### src/hdl/stepper_defs.svh
`ifndef STEPPER_DEFS_SVH
`define STEPPER_DEFS_SVH

// apb register map, byte offsets
`define REG_CTRL   8'h00
`define REG_SPEED  8'h04
`define REG_STEPS  8'h08
`define REG_SPI_TX 8'h0C
`define REG_STATUS 8'h10
`define REG_SPI_RX 8'h14

// clock cycles per half of the serial clock
`define SCK_HALF 2

// reply bit the driver chip raises on a fault
`define FAULT_BIT 15

// frame length of the driver link
`define SPI_BITS 16

// step half period and step counter widths
`define SPEED_BITS 16
`define COUNT_BITS 16

`endif
### src/hdl/stepper_pkg.sv
`include "stepper_defs.svh"

package stepper_pkg;

  // bus side
  typedef logic [7:0] apb_addr_t;
  typedef logic [31:0] apb_data_t;

  // cycles high, and again cycles low, of one step pulse
  typedef logic [`SPEED_BITS-1:0] half_period_t;
  typedef logic [`COUNT_BITS-1:0] step_count_t;
  // one driver frame
  typedef logic [`SPI_BITS-1:0] spi_word_t;

  // register file to step generator
  typedef struct packed {
    logic         start;
    logic         dir;
    half_period_t half_period;
    step_count_t  steps;
  } motion_cmd_t;

  // register file to serial link
  typedef struct packed {
    logic      go;
    spi_word_t tx_word;
  } spi_cmd_t;

  // step generator results
  typedef struct packed {
    logic        busy;
    logic        done;
    logic        step;
    step_count_t steps_left;
  } motion_stat_t;

  // serial link results
  typedef struct packed {
    logic      busy;
    logic      done;
    spi_word_t rx_word;
  } spi_stat_t;

  // combined status seen by software
  typedef struct packed {
    logic        fault;
    logic        drv_en;
    logic        motion_busy;
    logic        spi_busy;
    step_count_t steps_left;
  } ctrl_stat_t;

  typedef enum logic [1:0] {
    step_idle,
    step_high,
    step_low
  } step_state_t;

  typedef enum logic [1:0] {
    spi_idle,
    spi_shift,
    spi_finish
  } spi_state_t;

endpackage

### src/hdl/stepper_ctrl.sv
`timescale 1ns/1ps

module stepper_ctrl (
  input  logic                   clk_25mhz,
  input  logic                   arst_n,
  input  logic                   psel,
  input  logic                   penable,
  input  logic                   pwrite,
  input  stepper_pkg::apb_addr_t paddr,
  input  stepper_pkg::apb_data_t pwdata,
  input  logic                   miso,
  output stepper_pkg::apb_data_t prdata,
  output logic                   step,
  output logic                   dir,
  output logic                   drv_en,
  output logic                   sck,
  output logic                   cs_n,
  output logic                   mosi
);

  import stepper_pkg::*;

  // commands from the register file
  motion_cmd_t  motion_cmd;
  spi_cmd_t     spi_cmd;
  logic         enable;
  logic         fault_clr;
  // engine results
  motion_stat_t motion_stat;
  spi_stat_t    spi_stat;
  // gate outputs back to the engines and registers
  ctrl_stat_t   ctrl_stat;
  logic         abort;

  stepper_regs regs_i (
    .clk_25mhz  (clk_25mhz),
    .arst_n     (arst_n),
    .psel       (psel),
    .penable    (penable),
    .pwrite     (pwrite),
    .paddr      (paddr),
    .pwdata     (pwdata),
    .ctrl_stat  (ctrl_stat),
    .rx_word    (spi_stat.rx_word),
    .prdata     (prdata),
    .enable     (enable),
    .fault_clr  (fault_clr),
    .motion_cmd (motion_cmd),
    .spi_cmd    (spi_cmd)
  );

  step_pulse_gen step_gen_i (
    .clk_25mhz   (clk_25mhz),
    .arst_n      (arst_n),
    .motion_cmd  (motion_cmd),
    .abort       (abort),
    .motion_stat (motion_stat)
  );

  driver_spi_link spi_link_i (
    .clk_25mhz (clk_25mhz),
    .arst_n    (arst_n),
    .spi_cmd   (spi_cmd),
    .miso      (miso),
    .sck       (sck),
    .cs_n      (cs_n),
    .mosi      (mosi),
    .spi_stat  (spi_stat)
  );

  motion_gate gate_i (
    .clk_25mhz   (clk_25mhz),
    .arst_n      (arst_n),
    .enable      (enable),
    .fault_clr   (fault_clr),
    .motion_cmd  (motion_cmd),
    .motion_stat (motion_stat),
    .spi_stat    (spi_stat),
    .step        (step),
    .dir         (dir),
    .drv_en      (drv_en),
    .abort       (abort),
    .ctrl_stat   (ctrl_stat)
  );

endmodule

### src/hdl/motion_gate.sv
`timescale 1ns/1ps
`include "stepper_defs.svh"

module motion_gate (
  input  logic                      clk_25mhz,
  input  logic                      arst_n,
  input  logic                      enable,
  input  logic                      fault_clr,
  input  stepper_pkg::motion_cmd_t  motion_cmd,
  input  stepper_pkg::motion_stat_t motion_stat,
  input  stepper_pkg::spi_stat_t    spi_stat,
  output logic                      step,
  output logic                      dir,
  output logic                      drv_en,
  output logic                      abort,
  output stepper_pkg::ctrl_stat_t   ctrl_stat
);

  // sticky driver fault
  logic fault_q;
  // direction held for the whole move
  logic dir_q;

  always_ff @(posedge clk_25mhz or negedge arst_n) begin
    if (!arst_n) begin
      fault_q <= 1'b0;
      dir_q   <= 1'b0;
    end else begin
      if (fault_clr) begin
        fault_q <= 1'b0;
      end else if (spi_stat.done && spi_stat.rx_word[`FAULT_BIT]) begin
        fault_q <= 1'b1;
      end
      // same start the generator accepts
      if (motion_cmd.start && !motion_stat.busy) begin
        dir_q <= motion_cmd.dir;
      end
    end
  end

  // pin gating
  assign drv_en = enable & ~fault_q;
  assign step   = motion_stat.step & drv_en;
  assign dir    = dir_q;
  // a fault stops a running move
  assign abort  = fault_q;

  assign ctrl_stat.fault       = fault_q;
  assign ctrl_stat.drv_en      = drv_en;
  assign ctrl_stat.motion_busy = motion_stat.busy;
  assign ctrl_stat.spi_busy    = spi_stat.busy;
  assign ctrl_stat.steps_left  = motion_stat.steps_left;

endmodule

### src/hdl/driver_spi_link.sv
`timescale 1ns/1ps
`include "stepper_defs.svh"

module driver_spi_link (
  input  logic                   clk_25mhz,
  input  logic                   arst_n,
  input  stepper_pkg::spi_cmd_t  spi_cmd,
  input  logic                   miso,
  output logic                   sck,
  output logic                   cs_n,
  output logic                   mosi,
  output stepper_pkg::spi_stat_t spi_stat
);

  import stepper_pkg::*;

  localparam int DIV_W = $clog2(2 * `SCK_HALF);
  localparam int BIT_W = $clog2(`SPI_BITS);
  // divider value at which sck rises, and the last one of a period
  localparam logic [DIV_W-1:0] DIV_RISE = DIV_W'(`SCK_HALF - 1);
  localparam logic [DIV_W-1:0] DIV_LAST = DIV_W'(2 * `SCK_HALF - 1);
  localparam logic [BIT_W-1:0] BIT_LAST = BIT_W'(`SPI_BITS - 1);

  spi_state_t       state_q;
  logic [DIV_W-1:0] div_q;
  logic [BIT_W-1:0] bit_q;
  // outgoing bits, msb on the line
  spi_word_t        tx_q;
  // incoming bits, shifted in from the right
  spi_word_t        rx_q;
  spi_word_t        rx_word_q;
  logic             sck_q;
  logic             cs_n_q;
  logic             done_q;

  always_ff @(posedge clk_25mhz or negedge arst_n) begin
    if (!arst_n) begin
      state_q   <= spi_idle;
      div_q     <= '0;
      bit_q     <= '0;
      tx_q      <= '0;
      rx_q      <= '0;
      rx_word_q <= '0;
      sck_q     <= 1'b0;
      cs_n_q    <= 1'b1;
      done_q    <= 1'b0;
    end else begin
      done_q <= 1'b0;
      case (state_q)
        spi_idle: begin
          if (spi_cmd.go) begin
            // first bit is on mosi as soon as cs_n drops
            state_q <= spi_shift;
            cs_n_q  <= 1'b0;
            tx_q    <= spi_cmd.tx_word;
            div_q   <= '0;
            bit_q   <= '0;
          end
        end
        spi_shift: begin
          div_q <= div_q + 1'b1;
          if (div_q == DIV_RISE) begin
            // rising sck, sample the driver
            sck_q <= 1'b1;
            rx_q  <= {rx_q[`SPI_BITS-2:0], miso};
          end else if (div_q == DIV_LAST) begin
            // falling sck, next bit out
            sck_q <= 1'b0;
            div_q <= '0;
            tx_q  <= {tx_q[`SPI_BITS-2:0], 1'b0};
            bit_q <= bit_q + 1'b1;
            if (bit_q == BIT_LAST) begin
              state_q <= spi_finish;
            end
          end
        end
        spi_finish: begin
          state_q   <= spi_idle;
          cs_n_q    <= 1'b1;
          rx_word_q <= rx_q;
          done_q    <= 1'b1;
        end
        default: state_q <= spi_idle;
      endcase
    end
  end

  assign sck              = sck_q;
  assign cs_n             = cs_n_q;
  assign mosi             = tx_q[`SPI_BITS-1];
  assign spi_stat.busy    = (state_q != spi_idle);
  assign spi_stat.done    = done_q;
  assign spi_stat.rx_word = rx_word_q;

endmodule

### src/hdl/step_pulse_gen.sv
`timescale 1ns/1ps

module step_pulse_gen (
  input  logic                      clk_25mhz,
  input  logic                      arst_n,
  input  stepper_pkg::motion_cmd_t  motion_cmd,
  input  logic                      abort,
  output stepper_pkg::motion_stat_t motion_stat
);

  import stepper_pkg::*;

  step_state_t  state_q;
  // half period latched at start
  half_period_t period_q;
  // counts down the cycles of one phase
  half_period_t phase_q;
  step_count_t  left_q;
  logic         done_q;
  // zero half period runs as one
  half_period_t period_eff;

  assign period_eff = (motion_cmd.half_period == '0) ? half_period_t'(1)
                                                     : motion_cmd.half_period;

  always_ff @(posedge clk_25mhz or negedge arst_n) begin
    if (!arst_n) begin
      state_q  <= step_idle;
      period_q <= '0;
      phase_q  <= '0;
      left_q   <= '0;
      done_q   <= 1'b0;
    end else begin
      done_q <= 1'b0;
      if (abort) begin
        // stop at once, steps_left keeps its value
        state_q <= step_idle;
      end else begin
        case (state_q)
          step_idle: begin
            if (motion_cmd.start) begin
              left_q   <= motion_cmd.steps;
              period_q <= period_eff;
              phase_q  <= period_eff - 1'b1;
              if (motion_cmd.steps == '0) begin
                done_q <= 1'b1;
              end else begin
                state_q <= step_high;
              end
            end
          end
          step_high: begin
            if (phase_q == '0) begin
              // falling edge of step counts the pulse
              state_q <= step_low;
              phase_q <= period_q - 1'b1;
              left_q  <= left_q - 1'b1;
            end else begin
              phase_q <= phase_q - 1'b1;
            end
          end
          step_low: begin
            if (phase_q != '0) begin
              phase_q <= phase_q - 1'b1;
            end else if (left_q == '0) begin
              state_q <= step_idle;
              done_q  <= 1'b1;
            end else begin
              state_q <= step_high;
              phase_q <= period_q - 1'b1;
            end
          end
          default: state_q <= step_idle;
        endcase
      end
    end
  end

  assign motion_stat.busy       = (state_q != step_idle);
  assign motion_stat.done       = done_q;
  assign motion_stat.step       = (state_q == step_high);
  assign motion_stat.steps_left = left_q;

endmodule

### src/hdl/stepper_regs.sv
`timescale 1ns/1ps
`include "stepper_defs.svh"

module stepper_regs (
  input  logic                    clk_25mhz,
  input  logic                    arst_n,
  input  logic                    psel,
  input  logic                    penable,
  input  logic                    pwrite,
  input  stepper_pkg::apb_addr_t  paddr,
  input  stepper_pkg::apb_data_t  pwdata,
  input  stepper_pkg::ctrl_stat_t ctrl_stat,
  input  stepper_pkg::spi_word_t  rx_word,
  output stepper_pkg::apb_data_t  prdata,
  output logic                    enable,
  output logic                    fault_clr,
  output stepper_pkg::motion_cmd_t motion_cmd,
  output stepper_pkg::spi_cmd_t   spi_cmd
);

  import stepper_pkg::*;

  // stored ctrl bits
  logic         enable_q;
  logic         dir_q;
  // self clearing strobes
  logic         start_q;
  logic         go_q;
  logic         fault_clr_q;
  // stored fields
  half_period_t speed_q;
  step_count_t  steps_q;
  spi_word_t    spi_tx_q;
  // write in the access phase, no wait states
  logic         wr_en;

  assign wr_en = psel & penable & pwrite;

  always_ff @(posedge clk_25mhz or negedge arst_n) begin
    if (!arst_n) begin
      enable_q    <= 1'b0;
      dir_q       <= 1'b0;
      start_q     <= 1'b0;
      go_q        <= 1'b0;
      fault_clr_q <= 1'b0;
      speed_q     <= '0;
      steps_q     <= '0;
      spi_tx_q    <= '0;
    end else begin
      // strobes last a single cycle
      start_q     <= 1'b0;
      go_q        <= 1'b0;
      fault_clr_q <= 1'b0;
      if (wr_en) begin
        case (paddr)
          `REG_CTRL: begin
            enable_q    <= pwdata[0];
            dir_q       <= pwdata[1];
            start_q     <= pwdata[2];
            go_q        <= pwdata[3];
            fault_clr_q <= pwdata[4];
          end
          `REG_SPEED:  speed_q  <= pwdata[`SPEED_BITS-1:0];
          `REG_STEPS:  steps_q  <= pwdata[`COUNT_BITS-1:0];
          `REG_SPI_TX: spi_tx_q <= pwdata[`SPI_BITS-1:0];
          default: ;
        endcase
      end
    end
  end

  // read mux, strobes read back as zero
  always_comb begin
    case (paddr)
      `REG_CTRL:   prdata = apb_data_t'({dir_q, enable_q});
      `REG_SPEED:  prdata = apb_data_t'(speed_q);
      `REG_STEPS:  prdata = apb_data_t'(steps_q);
      `REG_SPI_TX: prdata = apb_data_t'(spi_tx_q);
      `REG_STATUS: prdata = {ctrl_stat.steps_left, {(32-`COUNT_BITS-4){1'b0}},
                             ctrl_stat.drv_en, ctrl_stat.fault,
                             ctrl_stat.spi_busy, ctrl_stat.motion_busy};
      `REG_SPI_RX: prdata = apb_data_t'(rx_word);
      default:     prdata = '0;
    endcase
  end

  assign enable                 = enable_q;
  assign fault_clr              = fault_clr_q;
  assign motion_cmd.start       = start_q;
  assign motion_cmd.dir         = dir_q;
  assign motion_cmd.half_period = speed_q;
  assign motion_cmd.steps       = steps_q;
  assign spi_cmd.go             = go_q;
  assign spi_cmd.tx_word        = spi_tx_q;

endmodule

### config.mk
export PLATFORM = sky130hd
export DESIGN_NAME = stepper_ctrl
export DESIGN_NICKNAME = d
export VERILOG_FILES = /design/src/hdl/stepper_pkg.sv /design/src/hdl/stepper_ctrl.sv /design/src/hdl/motion_gate.sv /design/src/hdl/driver_spi_link.sv /design/src/hdl/step_pulse_gen.sv /design/src/hdl/stepper_regs.sv
export VERILOG_INCLUDE_DIRS = /design/src /design/src/hdl
export SDC_FILE = /design/constraint.sdc
export NUM_CORES = 1
export LEC_CHECK = 0
export ABC_AREA = 1
export BUFFER_PORTS_ARGS = -buffer_cell sky130_fd_sc_hd__clkbuf_2
export CAP_MARGIN = 15
export CORE_MARGIN = 10
export CORE_UTILIZATION = 35
export CTS_CLUSTER_SIZE = 28
export DETAILED_ROUTE_END_ITERATION = 7
export PLACE_DENSITY = 0.62
export SLEW_MARGIN = 20
export SYNTH_ARGS = -nofsm -noshare
export SYNTH_HDL_FRONTEND = slang
export SYNTH_HIERARCHICAL = 1
export SYNTH_SLANG_ARGS = --single-unit
### constraint.sdc
create_clock -name clk_25mhz -period 2 [get_ports clk_25mhz]
set_input_delay 0.4 -clock clk_25mhz [delete_from_list [all_inputs] [get_ports clk_25mhz]]
set_output_delay 0.4 -clock clk_25mhz [all_outputs]
set_load 0.01 [all_outputs]
# Word level (Yosys, flattened, before mapping)
# Index checks and enable logic that the tools add are counted.
classes:
  n_reduce_logical: 33
  n_bitwise: 5
  mux: 47
  addsub: 6
  eq_ne: 23
op_table:
  columns: ["cell", "n"]
  rows:
  - ["32-bit one-hot mux with 6 select lines", 1]
  - ["16-bit two-way mux", 10]
  - ["16-bit logical NOT", 4]
  - ["16-bit one-hot mux with 2 select lines", 2]
  - ["16-bit by 1-bit subtractor with 16-bit output, second input constant", 4]
  - ["16-bit one-hot mux with 3 select lines", 1]
  - ["2-bit two-way mux", 12]
  - ["4-bit AND reduction", 5]
  - ["8-bit by 4-bit == test with 1-bit output, second input constant", 2]
  - ["8-bit by 5-bit == test with 1-bit output, second input constant", 2]
  - ["2-bit AND reduction", 8]
  - ["16-bit nonzero test", 1]
  - ["2-bit nonzero test", 7]
  - ["1-bit two-way mux", 13]
  - ["4-bit two-way mux", 3]
  - ["3-bit by 2-bit != test with 1-bit output, second input constant", 4]
  - ["8-bit by 3-bit == test with 1-bit output, second input constant", 1]
  - ["8-bit logical NOT", 1]
  - ["2-bit != test, second input constant", 4]
  - ["2-bit one-hot mux with 2 select lines", 2]
  - ["4-bit one-hot mux with 2 select lines", 1]
  - ["2-bit by 1-bit == test with 1-bit output, second input constant", 3]
  - ["2-bit == test, second input constant", 3]
  - ["2-bit one-hot mux with 3 select lines", 1]
  - ["other kinds (13)", 19]
totals:
  elab_cells: 137
  out_inout_bits: 38
  regBits: 164

# Longest topological paths before layout
# Gate-level depths: netlist (run 1).
depth:
  ltp_word: 5
  depth_mapped: 17

# Hierarchy
# The synthesis (run 1) kept the hierarchy.
modules_own_cells:
  columns: ["module", "seq_area_each_um2", "n_inst", "cells_per_inst", "area_each_um2"]
  rows:
  - ["step_pulse_gen", 1276.2, 1, 632, 4031.4]
  - ["stepper_regs", 1326.3, 1, 407, 2995.4]
  - ["driver_spi_link", 1477.7, 1, 303, 2546.2]
  - ["motion_gate", 50.0, 1, 33, 250.2]

# Least setup slack after synthesis (run 1)
# OpenSTA, ideal clock, no wires.
synth_path:
  path_kind: "reg2reg"
  from: "register regs_i.speed_q[9]"
  to: "register step_gen_i.phase_q[6]"
  setup_time_ps: 119
  arrival_ps: 1976
  stages_incl_launch_ff: 14
  period_less_slack_ps: 2095
  setup_slack_ps: -95
  required_ps: 1881
  path_cell_list: "dfrtp_1 > nor2_1 > nand2_1 > nor2_1 > nand2_1 > nand2_1 > inv_1 > ha_1 > nand2_1 > nor2_1 > or2_2 > nand3_1 > nand3_1 > o21a_1"
synth_via:
  elab_chain_len: 5
synth_lines:
  columns: ["item", "line", "text"]
  rows:
  - ["start, declared", "stepper_regs.sv:31", "half_period_t speed_q;"]
  - ["start signal, assigned", "stepper_regs.sv:63", "`REG_SPEED: speed_q <= pwdata[`SPEED_BITS-1:0];"]
  - ["16-bit logical NOT", "step_pulse_gen.sv:23", "assign period_eff = (motion_cmd.half_period == '0) ? half_period_t'(1)"]
  - ["16-bit two-way mux", "step_pulse_gen.sv:23", null]
  - ["16-bit by 1-bit subtractor with 16-bit output", "step_pulse_gen.sv:44", "phase_q <= period_eff - 1'b1;"]
  - ["16-bit two-way mux", "step_pulse_gen.sv:41", "if (motion_cmd.start) begin"]
  - ["16-bit one-hot mux with 3 select lines", "step_pulse_gen.sv:39", "case (state_q)"]
  - ["end signal, assigned", "step_pulse_gen.sv:44", null]
  - ["end signal, assigned", "step_pulse_gen.sv:56", "phase_q <= period_q - 1'b1;"]
  - ["end signal, assigned", "step_pulse_gen.sv:59", "phase_q <= phase_q - 1'b1;"]
  - ["end, declared", "step_pulse_gen.sv:17", "half_period_t phase_q;"]
# Every way passes these cells. The select of a mux whose other input is x is not followed.
# A chain may end at the register's enable or synchronous reset.

==> results of run 1 <==
## registers in the layout (all words and copies together) (netlist names)
| name | flops |
|---|---|
| spi_link_i/bit_q | 4 |
| regs_i/go_q | 1 |
| gate_i/abort | 1 |
| step_gen_i/state_q | 2 |
| gate_i/dir | 1 |
| spi_link_i/div_q | 2 |
| step_gen_i/period_q | 16 |
| spi_link_i/rx_word_q | 16 |
| spi_link_i/done_q | 1 |
| spi_link_i/rx_q | 16 |
| step_gen_i/phase_q | 16 |
| regs_i/fault_clr | 1 |
| regs_i/spi_tx_q | 16 |
| regs_i/speed_q | 16 |
| regs_i/enable | 1 |
| spi_link_i/sck | 1 |
| regs_i/steps_q | 16 |
| spi_link_i/cs_n | 1 |
| spi_link_i/state_q | 2 |
| regs_i/dir_q | 1 |
| step_gen_i/left_q | 16 |
| spi_link_i/tx_q | 16 |
| regs_i/start_q | 1 |
## metrics by stage
stage                     hold WS, ns  util [%]
after global placement          0.397      38.6
after CTS                       0.207      41.0
after global routing            0.213      41.8
final                           0.222      41.8
after detailed placement        0.395      38.6
after floorplan                 0.104         -
## what timing repair did
action / CTS / global route
pin swaps: 3 / 18
endpoints found under the setup margin: 5 / 40
hold endpoints to repair: 44 / 0
hold buffers: 1 / 0
buffers inserted: 7 / 11
gates cloned: 0 / 1
gates resized for setup: 9 / 44
## worst min-delay path: stages
cell and delay [ns]:
clkbuf_2 0.08, nor2_1 0.04, a21oi_1 0.10
## layout make-up
type | instances | area share, %
Multi-Input combinational cell | 996 | 41.6
Inverter | 141 | 4.65
Timing Repair Buffer | 147 | 9.08
Clock buffer | 18 | 3.79
Clock inverter | 14 | 1.34
Sequential cell | 164 | 35.4
Tap cell | 378 | 4.08
## worst paths after layout
kind                                                            to  slack [ns]  cells after the start
worst min-delay path                spi_link_i/rx_q[0]$_DFFE_PN0P_        0.22                      3
worst max-delay path                                     prdata[0]       -0.05                      8
worst max register to register    step_gen_i/left_q[6]$_DFFE_PN0P_        0.05                     11
max in group asynchronous       step_gen_i/period_q[2]$_DFFE_PN0P_        0.86                      3
worst min register to register            gate_i/abort$_DFFE_PN0P_        0.40                      1
min in group asynchronous        step_gen_i/left_q[14]$_DFFE_PN0P_        0.52                      2
## report_power, final
group / internal, uW / switching [uW] / total (uW) / leakage (uW)
Sequential: 3650 / 421 / 4070 / 0.00225
Clock: 1720 / 1590 / 3310 / 0.000288
Combinational: 1710 / 2880 / 4590 / 0.00352
## layer usage
metal | up-vias | wire length [um]
met5 | - | 0
met4 | 0 | 713
met3 | 50 | 1670
met2 | 298 | 13400
met1 | 4303 | 13000
li1 | 4536 | -
==> run_summary.xml, run 1 <==
<?xml version="1.0" encoding="UTF-8"?>
<metrics>
  <group name="placement">
    <metric name="post-dp-hpwl" unit="um">21400</metric>
    <metric name="detailedPlace.worstSlack" unit="ns">-0.0264</metric>
    <metric name="placed_cell_area" unit="um^2">10700</metric>
    <metric name="gpl.final_weighted_congestion" unit="">0.944</metric>
    <metric name="io_buffer_count" unit="">67</metric>
    <metric name="numPlacedInstances" unit="">1806</metric>
  </group>
  <group name="floorplanning">
    <metric name="core.rowCount" unit="">61</metric>
    <metric name="floorplan.die_area" unit="um^2">35000</metric>
    <metric name="floorplan.initialDensity" unit="%">35.3</metric>
    <metric name="die_width" unit="um">187</metric>
    <metric name="floorplan.core_area" unit="um^2">27700</metric>
    <metric name="total_i_o_pin_count" unit="">84</metric>
    <metric name="dieHeight" unit="um">187</metric>
  </group>
  <group name="grt">
    <metric name="globalRouteMet1Util" unit="%">21.0</metric>
    <metric name="use_met2" unit="%">25.9</metric>
    <metric name="gr-max-usage-layer" unit="">met2</metric>
    <metric name="globalRoute.totalOverflow" unit="">0</metric>
    <metric name="grt_usage" unit="%">15.9</metric>
    <metric name="grt_start_max_net_pins" unit="">49</metric>
    <metric name="vias_in_the_first_global_route" unit="">8693</metric>
    <metric name="use_met3" unit="%">3.08</metric>
    <metric name="grt_first_pass_wirelength" unit="um">45800</metric>
    <metric name="antenna_found_initial" unit="">0</metric>
  </group>
  <group name="cells_and_area">
    <metric name="layoutNonFillerInstCount" unit="">1858</metric>
    <metric name="final_design_area_no_fill" unit="um^2">11600</metric>
    <metric name="ff_latch_area" unit="um^2">4110</metric>
    <metric name="antenna-diode-count" unit="">0</metric>
    <metric name="layout.cells.most_common" unit="">nand2_1</metric>
    <metric name="commonest_cells_after_routing_fill_and_taps_aside" unit="">nand2_1, dfrtp_1, nor2_1</metric>
    <metric name="post_route_cells_drive_above_1_share" unit="%">18.0</metric>
    <metric name="syn_to_final_growth" unit="%">18.6</metric>
    <metric name="final.fill_count" unit="">2842</metric>
    <metric name="finalNetCount" unit="">1525</metric>
    <metric name="multi_input_area" unit="um^2">4820</metric>
  </group>
  <group name="synthesis">
    <metric name="syn-cell-area" unit="um^2">9770</metric>
    <metric name="yosys_warnings" unit="">6</metric>
    <metric name="synth_nets" unit="">1428</metric>
    <metric name="postSynthCellCount" unit="">1370</metric>
    <metric name="syn_area_per_cell" unit="um^2">7.13</metric>
  </group>
  <group name="worst_setup_path">
    <metric name="critical_path_class" unit="">reg2out</metric>
    <metric name="cp_data_arrival_time" unit="ns">1.65</metric>
    <metric name="setup.worst_path.start" unit="">step_gen_i/state_q[0]$_DFFE_PN0P_</metric>
    <metric name="critPathRequiredTime" unit="ns">1.60</metric>
    <metric name="crit_end_category" unit="">output pin</metric>
    <metric name="rr_startpoint" unit="">step_gen_i/phase_q[1]$_DFFE_PN0P_</metric>
    <metric name="crit_fanout" unit="">3</metric>
    <metric name="setup.worst_path.start_class" unit="">flip-flop</metric>
    <metric name="crit_path_cell_trace" unit="">inv_2 &gt; ha_4 &gt; inv_4 &gt; nand3_2 &gt; nand2_1 &gt; nor2_1 &gt; nand2_1 &gt; buf_2</metric>
    <metric name="cpMostUsedCell" unit="">nand2_1</metric>
    <metric name="cell_class_contributing_the_biggest_share_of_worst_path_delay" unit="">flip-flops</metric>
    <metric name="worst_path_largest_cell_delay" unit="ns">0.43</metric>
    <metric name="slowest_stage" unit="">dfrtp_2</metric>
    <metric name="worstPathBufferInverterCount" unit="">3</metric>
  </group>
  <group name="detailed_routing">
    <metric name="drt-pass1-iter-count" unit="">5</metric>
    <metric name="total_vias_in_the_final_route" unit="">9187</metric>
    <metric name="drc_violation_count_after_routing" unit="">0</metric>
    <metric name="wirelength" unit="um">28800</metric>
    <metric name="routed_wire_length_per_instance" unit="um">15.5</metric>
    <metric name="route.detailed.vias_per_inst" unit="">4.94</metric>
    <metric name="drtIter0Drc" unit="">814</metric>
    <metric name="drt.antenna.violating_nets" unit="">0</metric>
  </group>
  <group name="clocking">
    <metric name="cts.clk_slew.worst_paths" unit="ns">0.08</metric>
    <metric name="cts.htree.levels" unit="">4</metric>
    <metric name="deepest_clock_path_buffer_count" unit="">2</metric>
    <metric name="clk_root_buffer_cell" unit="">clkbuf_16</metric>
    <metric name="tritoncts_num_sinks" unit="">164</metric>
    <metric name="tritoncts" unit="">done</metric>
    <metric name="clkLatencyLatePin" unit="ns">0.43</metric>
    <metric name="inserted_clock_buffers" unit="">17</metric>
  </group>
  <group name="sta">
    <metric name="setup_viol_count_final" unit="">2</metric>
    <metric name="setup_repair_after_global_routing_missed_its_margin" unit="">yes</metric>
    <metric name="fin_tns_setup" unit="ns">-0.0777</metric>
    <metric name="fin_crit_sh" unit="%">102</metric>
    <metric name="final_period_minus_worst_setup_slack" unit="ns">2.05</metric>
    <metric name="fin_ws" unit="ns">-0.0450</metric>
    <metric name="relSlewSlack" unit="%">64.7</metric>
    <metric name="final-max-slew-violation-count" unit="">0</metric>
    <metric name="worst-slew-pin-transition" unit="ns">0.529</metric>
    <metric name="fin_skew" unit="ns">0.0113</metric>
    <metric name="hold_violations" unit="">0</metric>
    <metric name="upper_clock_frequency_limit" unit="MHz">489</metric>
  </group>
  <group name="power">
    <metric name="p_leak" unit="uW">0.00606</metric>
    <metric name="power-per-cell-area" unit="nW/um^2">1030</metric>
    <metric name="max-vdd-ir-drop" unit="mV">0.451</metric>
    <metric name="total_power" unit="uW">12000</metric>
  </group>
  <group name="run_status">
    <metric name="failing_checks" unit="">setup timing</metric>
    <metric name="run_status" unit="">complete, but fails checks</metric>
  </group>
  <group name="job">
    <metric name="cap_violations" unit="">0</metric>
  </group>
  <group name="worst_hold_path">
    <metric name="hold_path_startpoint" unit="">miso</metric>
    <metric name="class_of_the_tightest_hold_or_removal_check" unit="">in2reg</metric>
  </group>
</metrics>
Power figures use the tool's default switching activity.
==> inputs of run 2 (changes only) <==
Settings changed: CAP_MARGIN 15 to 20, CORE_MARGIN 10 to default, CORE_UTILIZATION 35 to 40, PLACE_DENSITY 0.62 to 0.68.
==> run_summary.xml, run 2 (same netlist as run 1, synthesis figures left out) <==
<?xml version="1.0" encoding="UTF-8"?>
<metrics>
  <group name="run_status">
    <metric name="run_status" unit="">finished, final reports clean</metric>
  </group>
  <group name="worst_setup_path">
    <metric name="cp_data_arrival_time" unit="ns">1.60</metric>
    <metric name="setup.worst_path.start_class" unit="">flip-flop</metric>
    <metric name="critPathRequiredTime" unit="ns">1.60</metric>
    <metric name="r2r-end" unit="">step_gen_i/phase_q[10]$_DFFE_PN0P_</metric>
    <metric name="critical_path_class" unit="">reg2out</metric>
    <metric name="rr_startpoint" unit="">regs_i/speed_q[10]$_DFFE_PN0P_</metric>
    <metric name="setup.worst_path.start" unit="">step_gen_i/state_q[1]$_DFFE_PN0P_</metric>
    <metric name="crit_end_category" unit="">output pin</metric>
    <metric name="worst-r2r-setup-slack" unit="ns">0.11</metric>
    <metric name="crit_fanout" unit="">4</metric>
    <metric name="cp-endpoint" unit="">prdata[0]</metric>
    <metric name="ff2ff_path_depth" unit="">17</metric>
  </group>
  <group name="grt">
    <metric name="antenna_found_initial" unit="">0</metric>
    <metric name="grt_usage" unit="%">23.1</metric>
    <metric name="globalRoute.totalOverflow" unit="">0</metric>
    <metric name="vias_in_the_first_global_route" unit="">8511</metric>
    <metric name="grt_first_pass_wirelength" unit="um">44500</metric>
    <metric name="grt_start_max_net_pins" unit="">57</metric>
  </group>
  <group name="sta">
    <metric name="upper_clock_frequency_limit" unit="MHz">501</metric>
    <metric name="fin_crit_sh" unit="%">99.9</metric>
    <metric name="final_period_minus_worst_setup_slack" unit="ns">2.00</metric>
    <metric name="fin_tns_setup" unit="ns">0</metric>
    <metric name="worst-slew-pin-transition" unit="ns">0.553</metric>
    <metric name="final-max-slew-violation-count" unit="">0</metric>
    <metric name="setup_repair_after_global_routing_missed_its_margin" unit="">yes</metric>
    <metric name="hold_violations" unit="">0</metric>
    <metric name="fin_ws" unit="ns">0.00285</metric>
    <metric name="setup_viol_count_final" unit="">0</metric>
    <metric name="fin_skew" unit="ns">0.00919</metric>
    <metric name="relSlewSlack" unit="%">63.2</metric>
  </group>
  <group name="cells_and_area">
    <metric name="ff_latch_area" unit="um^2">4110</metric>
    <metric name="syn_to_final_growth" unit="%">18.0</metric>
    <metric name="final.fill_count" unit="">2328</metric>
    <metric name="antenna-diode-count" unit="">0</metric>
    <metric name="finish.utilization" unit="%">48.7</metric>
    <metric name="finalNetCount" unit="">1527</metric>
    <metric name="post_route_cells_drive_above_1_share" unit="%">17.8</metric>
    <metric name="multi_input_area" unit="um^2">4780</metric>
    <metric name="layout.cells.most_common" unit="">nand2_1</metric>
    <metric name="commonest_cells_after_routing_fill_and_taps_aside" unit="">nand2_1, dfrtp_1, nor2_1</metric>
  </group>
  <group name="detailed_routing">
    <metric name="drtIter0Drc" unit="">754</metric>
    <metric name="drt-pass1-iter-count" unit="">5</metric>
    <metric name="wirelength" unit="um">27700</metric>
    <metric name="route.detailed.vias_per_inst" unit="">5.07</metric>
    <metric name="total_vias_in_the_final_route" unit="">9137</metric>
    <metric name="drt.antenna.violating_nets" unit="">0</metric>
    <metric name="routed_wire_length_per_instance" unit="um">15.4</metric>
    <metric name="drc_violation_count_after_routing" unit="">0</metric>
  </group>
  <group name="floorplanning">
    <metric name="total_i_o_pin_count" unit="">84</metric>
    <metric name="floorplan.die_area" unit="um^2">25100</metric>
    <metric name="core.rowCount" unit="">56</metric>
    <metric name="floorplan.initialDensity" unit="%">41.3</metric>
    <metric name="die_width" unit="um">158</metric>
    <metric name="dieHeight" unit="um">158</metric>
    <metric name="floorplan.core_area" unit="um^2">23700</metric>
  </group>
  <group name="worst_hold_path">
    <metric name="class_of_the_tightest_hold_or_removal_check" unit="">in2reg</metric>
  </group>
  <group name="power">
    <metric name="power-per-cell-area" unit="nW/um^2">1050</metric>
    <metric name="p_leak" unit="uW">0.00608</metric>
    <metric name="max-vdd-ir-drop" unit="mV">0.622</metric>
  </group>
  <group name="clocking">
    <metric name="clkLatencyLatePin" unit="ns">0.44</metric>
    <metric name="tritoncts" unit="">done</metric>
    <metric name="tritoncts_num_sinks" unit="">164</metric>
    <metric name="cts.clk_slew.worst_paths" unit="ns">0.08</metric>
    <metric name="cts.htree.levels" unit="">4</metric>
    <metric name="deepest_clock_path_buffer_count" unit="">2</metric>
    <metric name="inserted_clock_buffers" unit="">17</metric>
    <metric name="clk_root_buffer_cell" unit="">clkbuf_16</metric>
  </group>
  <group name="placement">
    <metric name="io_buffer_count" unit="">67</metric>
    <metric name="gpl.final_weighted_congestion" unit="">0.913</metric>
    <metric name="post-dp-hpwl" unit="um">20500</metric>
    <metric name="detailedPlace.worstSlack" unit="ns">-0.00319</metric>
  </group>
  <group name="job">
    <metric name="cap_violations" unit="">0</metric>
  </group>
</metrics>
==> run 2: changes by cell type in the layout (fill, tap and decap cells not counted), sizes merged <==
cell,delta
clkbuf,+1
inv,-1
buf,+1
clkinvlp,-1
nor2,-1
clkinv,+3
==> run 2: worst min-delay path by stage <==
stage	cells after the start	to	startpoint	slack, ns
5_1_grt	3	regs_i/spi_tx_q[4]$_DFFE_PN0P_	pwdata[4]	0.21
2_1_floorplan	0	gate_i/abort$_DFFE_PN0P_	arst_n	0.10
6_report	3	spi_link_i/rx_q[0]$_DFFE_PN0P_	miso	0.20
3_5_place_dp	1	gate_i/abort$_DFFE_PN0P_	regs_i/fault_clr$_DFF_PN0_	0.40
3_3_place_gp	1	gate_i/abort$_DFFE_PN0P_	regs_i/fault_clr$_DFF_PN0_	0.39
4_1_cts	3	spi_link_i/rx_q[0]$_DFFE_PN0P_	miso	0.19
==> run 2: what timing repair did <==
item	CTS	global route
gates cloned	0	1
setup buffers	4	8
pin swaps	0	14
endpoints found under the setup margin	5	31
endpoints found under the hold margin	49	0
resized for setup	7	36
hold buffers	1	0
==> run 2: final cells by class <==
type	count	share of cell area [%]
Clock buffer	17	3.69
Tap cell	319	3.46
Timing Repair Buffer	150	9.40
Clock inverter	15	1.69
Sequential cell	164	35.6
Inverter	141	4.66
Multi-Input combinational cell	995	41.5
==> run 2: where the power goes <==
group,switching [uW],internal (uW)
Combinational,2890,1760
Sequential,383,3650
Clock,1650,1720
Total,4930,7120
==> run 2: through the flow <==
step	area (um^2)	total power, uW	hold slack (ns)	cells
2_1_floorplan	9790	7320	0.104	1370
3_3_place_gp	10700	8290	0.393	1755
3_5_place_dp	10700	8360	0.400	1755
4_1_cts	11300	11900	0.187	1792
5_1_grt	11500	12900	0.213	1801
6_report	11500	12100	0.202	1801
==> run 2: critical path, stage by stage, from the launching register on <==
cell	delay, ns
dfrtp_1	0.40
inv_2	0.12
ha_4	0.19
inv_4	0.05
nand3_2	0.07
nand2_2	0.05
nor2_2	0.09
nand2_1	0.06
buf_2	0.14
==> run 2: routing by layer <==
layer | vias to the layer above | wire [um] | global-route usage [%]
li1 | 4528 | - | -
met1 | 4240 | 12100 | 30.5
met2 | 323 | 13300 | 38.1
met3 | 46 | 1520 | 3.48
met4 | 0 | 793 | 8.84
met5 | - | 0 | 0
==> inputs of run 3 (changes only) <==
Settings changed: ABC_AREA 1 to default, PLACE_DENSITY 0.68 to 0.69.
==> run_summary.xml, run 3 <==
<?xml version="1.0" encoding="UTF-8"?>
<metrics>
  <group name="floorplanning">
    <metric name="dieHeight" unit="um">154</metric>
    <metric name="floorplan.core_area" unit="um^2">22600</metric>
    <metric name="total_i_o_pin_count" unit="">84</metric>
    <metric name="die_width" unit="um">154</metric>
    <metric name="floorplan.die_area" unit="um^2">23700</metric>
    <metric name="floorplan.initialDensity" unit="%">40.8</metric>
    <metric name="core.rowCount" unit="">55</metric>
  </group>
  <group name="cells_and_area">
    <metric name="syn_to_final_growth" unit="%">41.4</metric>
    <metric name="final.fill_count" unit="">1729</metric>
    <metric name="finalNetCount" unit="">1122</metric>
    <metric name="post_route_cells_drive_above_1_share" unit="%">52.4</metric>
    <metric name="commonest_cells_after_routing_fill_and_taps_aside" unit="">dfrtp_1, buf_4, mux2_2</metric>
    <metric name="antenna-diode-count" unit="">0</metric>
    <metric name="layout.cells.most_common" unit="">dfrtp_1</metric>
  </group>
  <group name="clocking">
    <metric name="clkLatencyLatePin" unit="ns">0.43</metric>
    <metric name="inserted_clock_buffers" unit="">17</metric>
    <metric name="tritoncts" unit="">done</metric>
    <metric name="cts.clk_slew.worst_paths" unit="ns">0.07</metric>
    <metric name="tritoncts_num_sinks" unit="">164</metric>
    <metric name="clk_root_buffer_cell" unit="">clkbuf_16</metric>
    <metric name="deepest_clock_path_buffer_count" unit="">2</metric>
    <metric name="cts.htree.levels" unit="">4</metric>
  </group>
  <group name="power">
    <metric name="p_sw_share" unit="%">37.5</metric>
    <metric name="p_leak" unit="uW">0.00617</metric>
    <metric name="cellInternalPower" unit="uW">8040</metric>
    <metric name="share_of_power_burned_in_the_clock_network" unit="%">26.3</metric>
    <metric name="total_power" unit="uW">12900</metric>
    <metric name="combinationalPowerShare" unit="%">44.9</metric>
    <metric name="max-vdd-ir-drop" unit="mV">0.864</metric>
    <metric name="power-per-cell-area" unit="nW/um^2">984</metric>
    <metric name="seq_power_share" unit="%">28.8</metric>
    <metric name="p_sw" unit="uW">4820</metric>
  </group>
  <group name="placement">
    <metric name="post-dp-hpwl" unit="um">18600</metric>
    <metric name="gpl.final_weighted_congestion" unit="">0.896</metric>
    <metric name="io_buffer_count" unit="">67</metric>
    <metric name="detailedPlace.worstSlack" unit="ns">-0.334</metric>
  </group>
  <group name="run_status">
    <metric name="failing_checks" unit="">setup timing</metric>
    <metric name="run_status" unit="">complete, but fails checks</metric>
  </group>
  <group name="detailed_routing">
    <metric name="route.detailed.vias_per_inst" unit="">5.85</metric>
    <metric name="routedLengthMet1" unit="um">12600</metric>
    <metric name="routed_wire_length_per_instance" unit="um">21.8</metric>
    <metric name="total_vias_in_the_final_route" unit="">7973</metric>
    <metric name="drtIter0Drc" unit="">638</metric>
    <metric name="drt-pass1-iter-count" unit="">5</metric>
    <metric name="routed.top_layer" unit="">met4</metric>
    <metric name="wl_met3" unit="um">1810</metric>
    <metric name="drc_violation_count_after_routing" unit="">0</metric>
    <metric name="drt.antenna.violating_nets" unit="">0</metric>
    <metric name="wirelength" unit="um">29700</metric>
    <metric name="wl_met2" unit="um">14500</metric>
  </group>
  <group name="sta">
    <metric name="setup_viol_count_final" unit="">36</metric>
    <metric name="final_period_minus_worst_setup_slack" unit="ns">2.45</metric>
    <metric name="setup_repair_after_global_routing_missed_its_margin" unit="">yes</metric>
    <metric name="worst-slew-pin-transition" unit="ns">0.546</metric>
    <metric name="fin_crit_sh" unit="%">123</metric>
    <metric name="fin_ws" unit="ns">-0.450</metric>
    <metric name="final-max-slew-violation-count" unit="">0</metric>
    <metric name="relSlewSlack" unit="%">63.3</metric>
    <metric name="hold_violations" unit="">0</metric>
    <metric name="fin_skew" unit="ns">0.00683</metric>
    <metric name="upper_clock_frequency_limit" unit="MHz">408</metric>
  </group>
  <group name="worst_setup_path">
    <metric name="critPathRequiredTime" unit="ns">2.33</metric>
    <metric name="crit_end_category" unit="">flip-flop</metric>
    <metric name="worst-r2r-setup-slack" unit="ns">-0.45</metric>
    <metric name="cp_data_arrival_time" unit="ns">2.78</metric>
    <metric name="crit_fanout" unit="">3</metric>
    <metric name="critical_path_class" unit="">reg2reg</metric>
    <metric name="setup.worst_path.start_class" unit="">flip-flop</metric>
  </group>
  <group name="synthesis">
    <metric name="postSynthCellCount" unit="">853</metric>
    <metric name="syn-cell-area" unit="um^2">9240</metric>
    <metric name="yosys_warnings" unit="">6</metric>
    <metric name="synth_nets" unit="">911</metric>
    <metric name="syn_area_per_cell" unit="um^2">10.8</metric>
  </group>
  <group name="grt">
    <metric name="grt_start_max_net_pins" unit="">46</metric>
    <metric name="globalRoute.totalOverflow" unit="">0</metric>
    <metric name="vias_in_the_first_global_route" unit="">7969</metric>
    <metric name="antenna_found_initial" unit="">0</metric>
    <metric name="grt_first_pass_wirelength" unit="um">44600</metric>
    <metric name="grt_usage" unit="%">24.4</metric>
  </group>
  <group name="job">
    <metric name="cap_violations" unit="">0</metric>
  </group>
  <group name="worst_hold_path">
    <metric name="class_of_the_tightest_hold_or_removal_check" unit="">in2reg</metric>
  </group>
</metrics>
## run 3: cell types whose count changed in the layout (fill, tap and decap cells not counted), sizes merged, moves of 19 or more
| cell | delta |
|---|---|
| and3 | +21 |
| buf | +136 |
| clkbuf | -28 |
| inv | -123 |
| mux2 | +133 |
| mux2i | +19 |
| nand2 | -442 |
| nand3 | -98 |
| nor2 | -94 |
| nor4 | +19 |
| o21ai | -95 |
| o22ai | +19 |
## run 3: path summary, 6_finish.rpt
path	startpoint	endpoint	cells past startpoint
worst min-delay path	miso	spi_link_i/rx_q[0]$_DFFE_PN0P_	2
max in group asynchronous	arst_n	regs_i/speed_q[3]$_DFFE_PN0P_	3
worst min register to register	regs_i/fault_clr$_DFF_PN0_	gate_i/abort$_DFFE_PN0P_	1
min in group asynchronous	arst_n	step_gen_i/period_q[6]$_DFFE_PN0P_	2
worst max-delay path	regs_i/speed_q[6]$_DFFE_PN0P_	step_gen_i/phase_q[8]$_DFFE_PN0P_	11
worst max register to register	regs_i/speed_q[6]$_DFFE_PN0P_	step_gen_i/phase_q[8]$_DFFE_PN0P_	11
## run 3: final cells by class
cell class	instances	area [um^2]	area share, %
multi-input combinational	607	5560	42.6
sequential	164	4110	31.5
tap	285	357	2.73
inverter	16	62.6	0.479
clock inverter	15	185	1.42
clock buffer	17	425	3.25
timing repair buffer	258	2370	18.1
## run 3: metrics by stage
stage	util (%)	std cells	hold slack [ns]	TNS, ns	cell area [um^2]
6_report	57.7	1362	0.196	-6.66	13100
5_1_grt	57.7	1362	0.214	-11.00	13100
4_1_cts	54.4	1349	0.187	-4.37	12300
3_5_place_dp	48.2	1285	0.378	-9.22	10900
3_3_place_gp	48.2	1285	0.378	-6.37	10900
2_1_floorplan	-	853	0.104	-3.43	9370
## run 3: layer usage
metal | vias up | global-route usage [%]
li1 | 3578 | -
met1 | 4010 | 32.6
met2 | 335 | 39.1
met3 | 50 | 5.21
met4 | 0 | 8.71
met5 | - | 0
## run 3: power by group through the flow
stage / logic [uW] / registers (uW) / clock network (uW)
5_1_grt: 6140 / 3730 / 3570
3_5_place_dp: 4080 / 3750 / 0
2_1_floorplan: 2500 / 3810 / 0
6_report: 5780 / 3700 / 3380
3_3_place_gp: 4040 / 3740 / 0
4_1_cts: 5090 / 3690 / 3420
## run 3: what timing repair did
action | CTS | global route
endpoints found under the hold margin | 42 | 0
hold buffers | 1 | 0
pin swaps | 45 | 67
setup buffers | 27 | 12
gates resized for setup | 112 | 161
gates cloned | 7 | 4
endpoints found under the setup margin | 67 | 67
## run 3: worst max-delay path, cell delays in order, from the launching register on
cell and delay (ns):
dfrtp_1 0.38, nor3_1 0.35, nand4_1 0.22, nor4_1 0.27, nor2_1 0.14, ha_2 0.22, nor4b_4 0.14, nand2_2 0.07
buf_4 0.11, xor2_2 0.17, o32ai_2 0.10, a22o_1 0.18
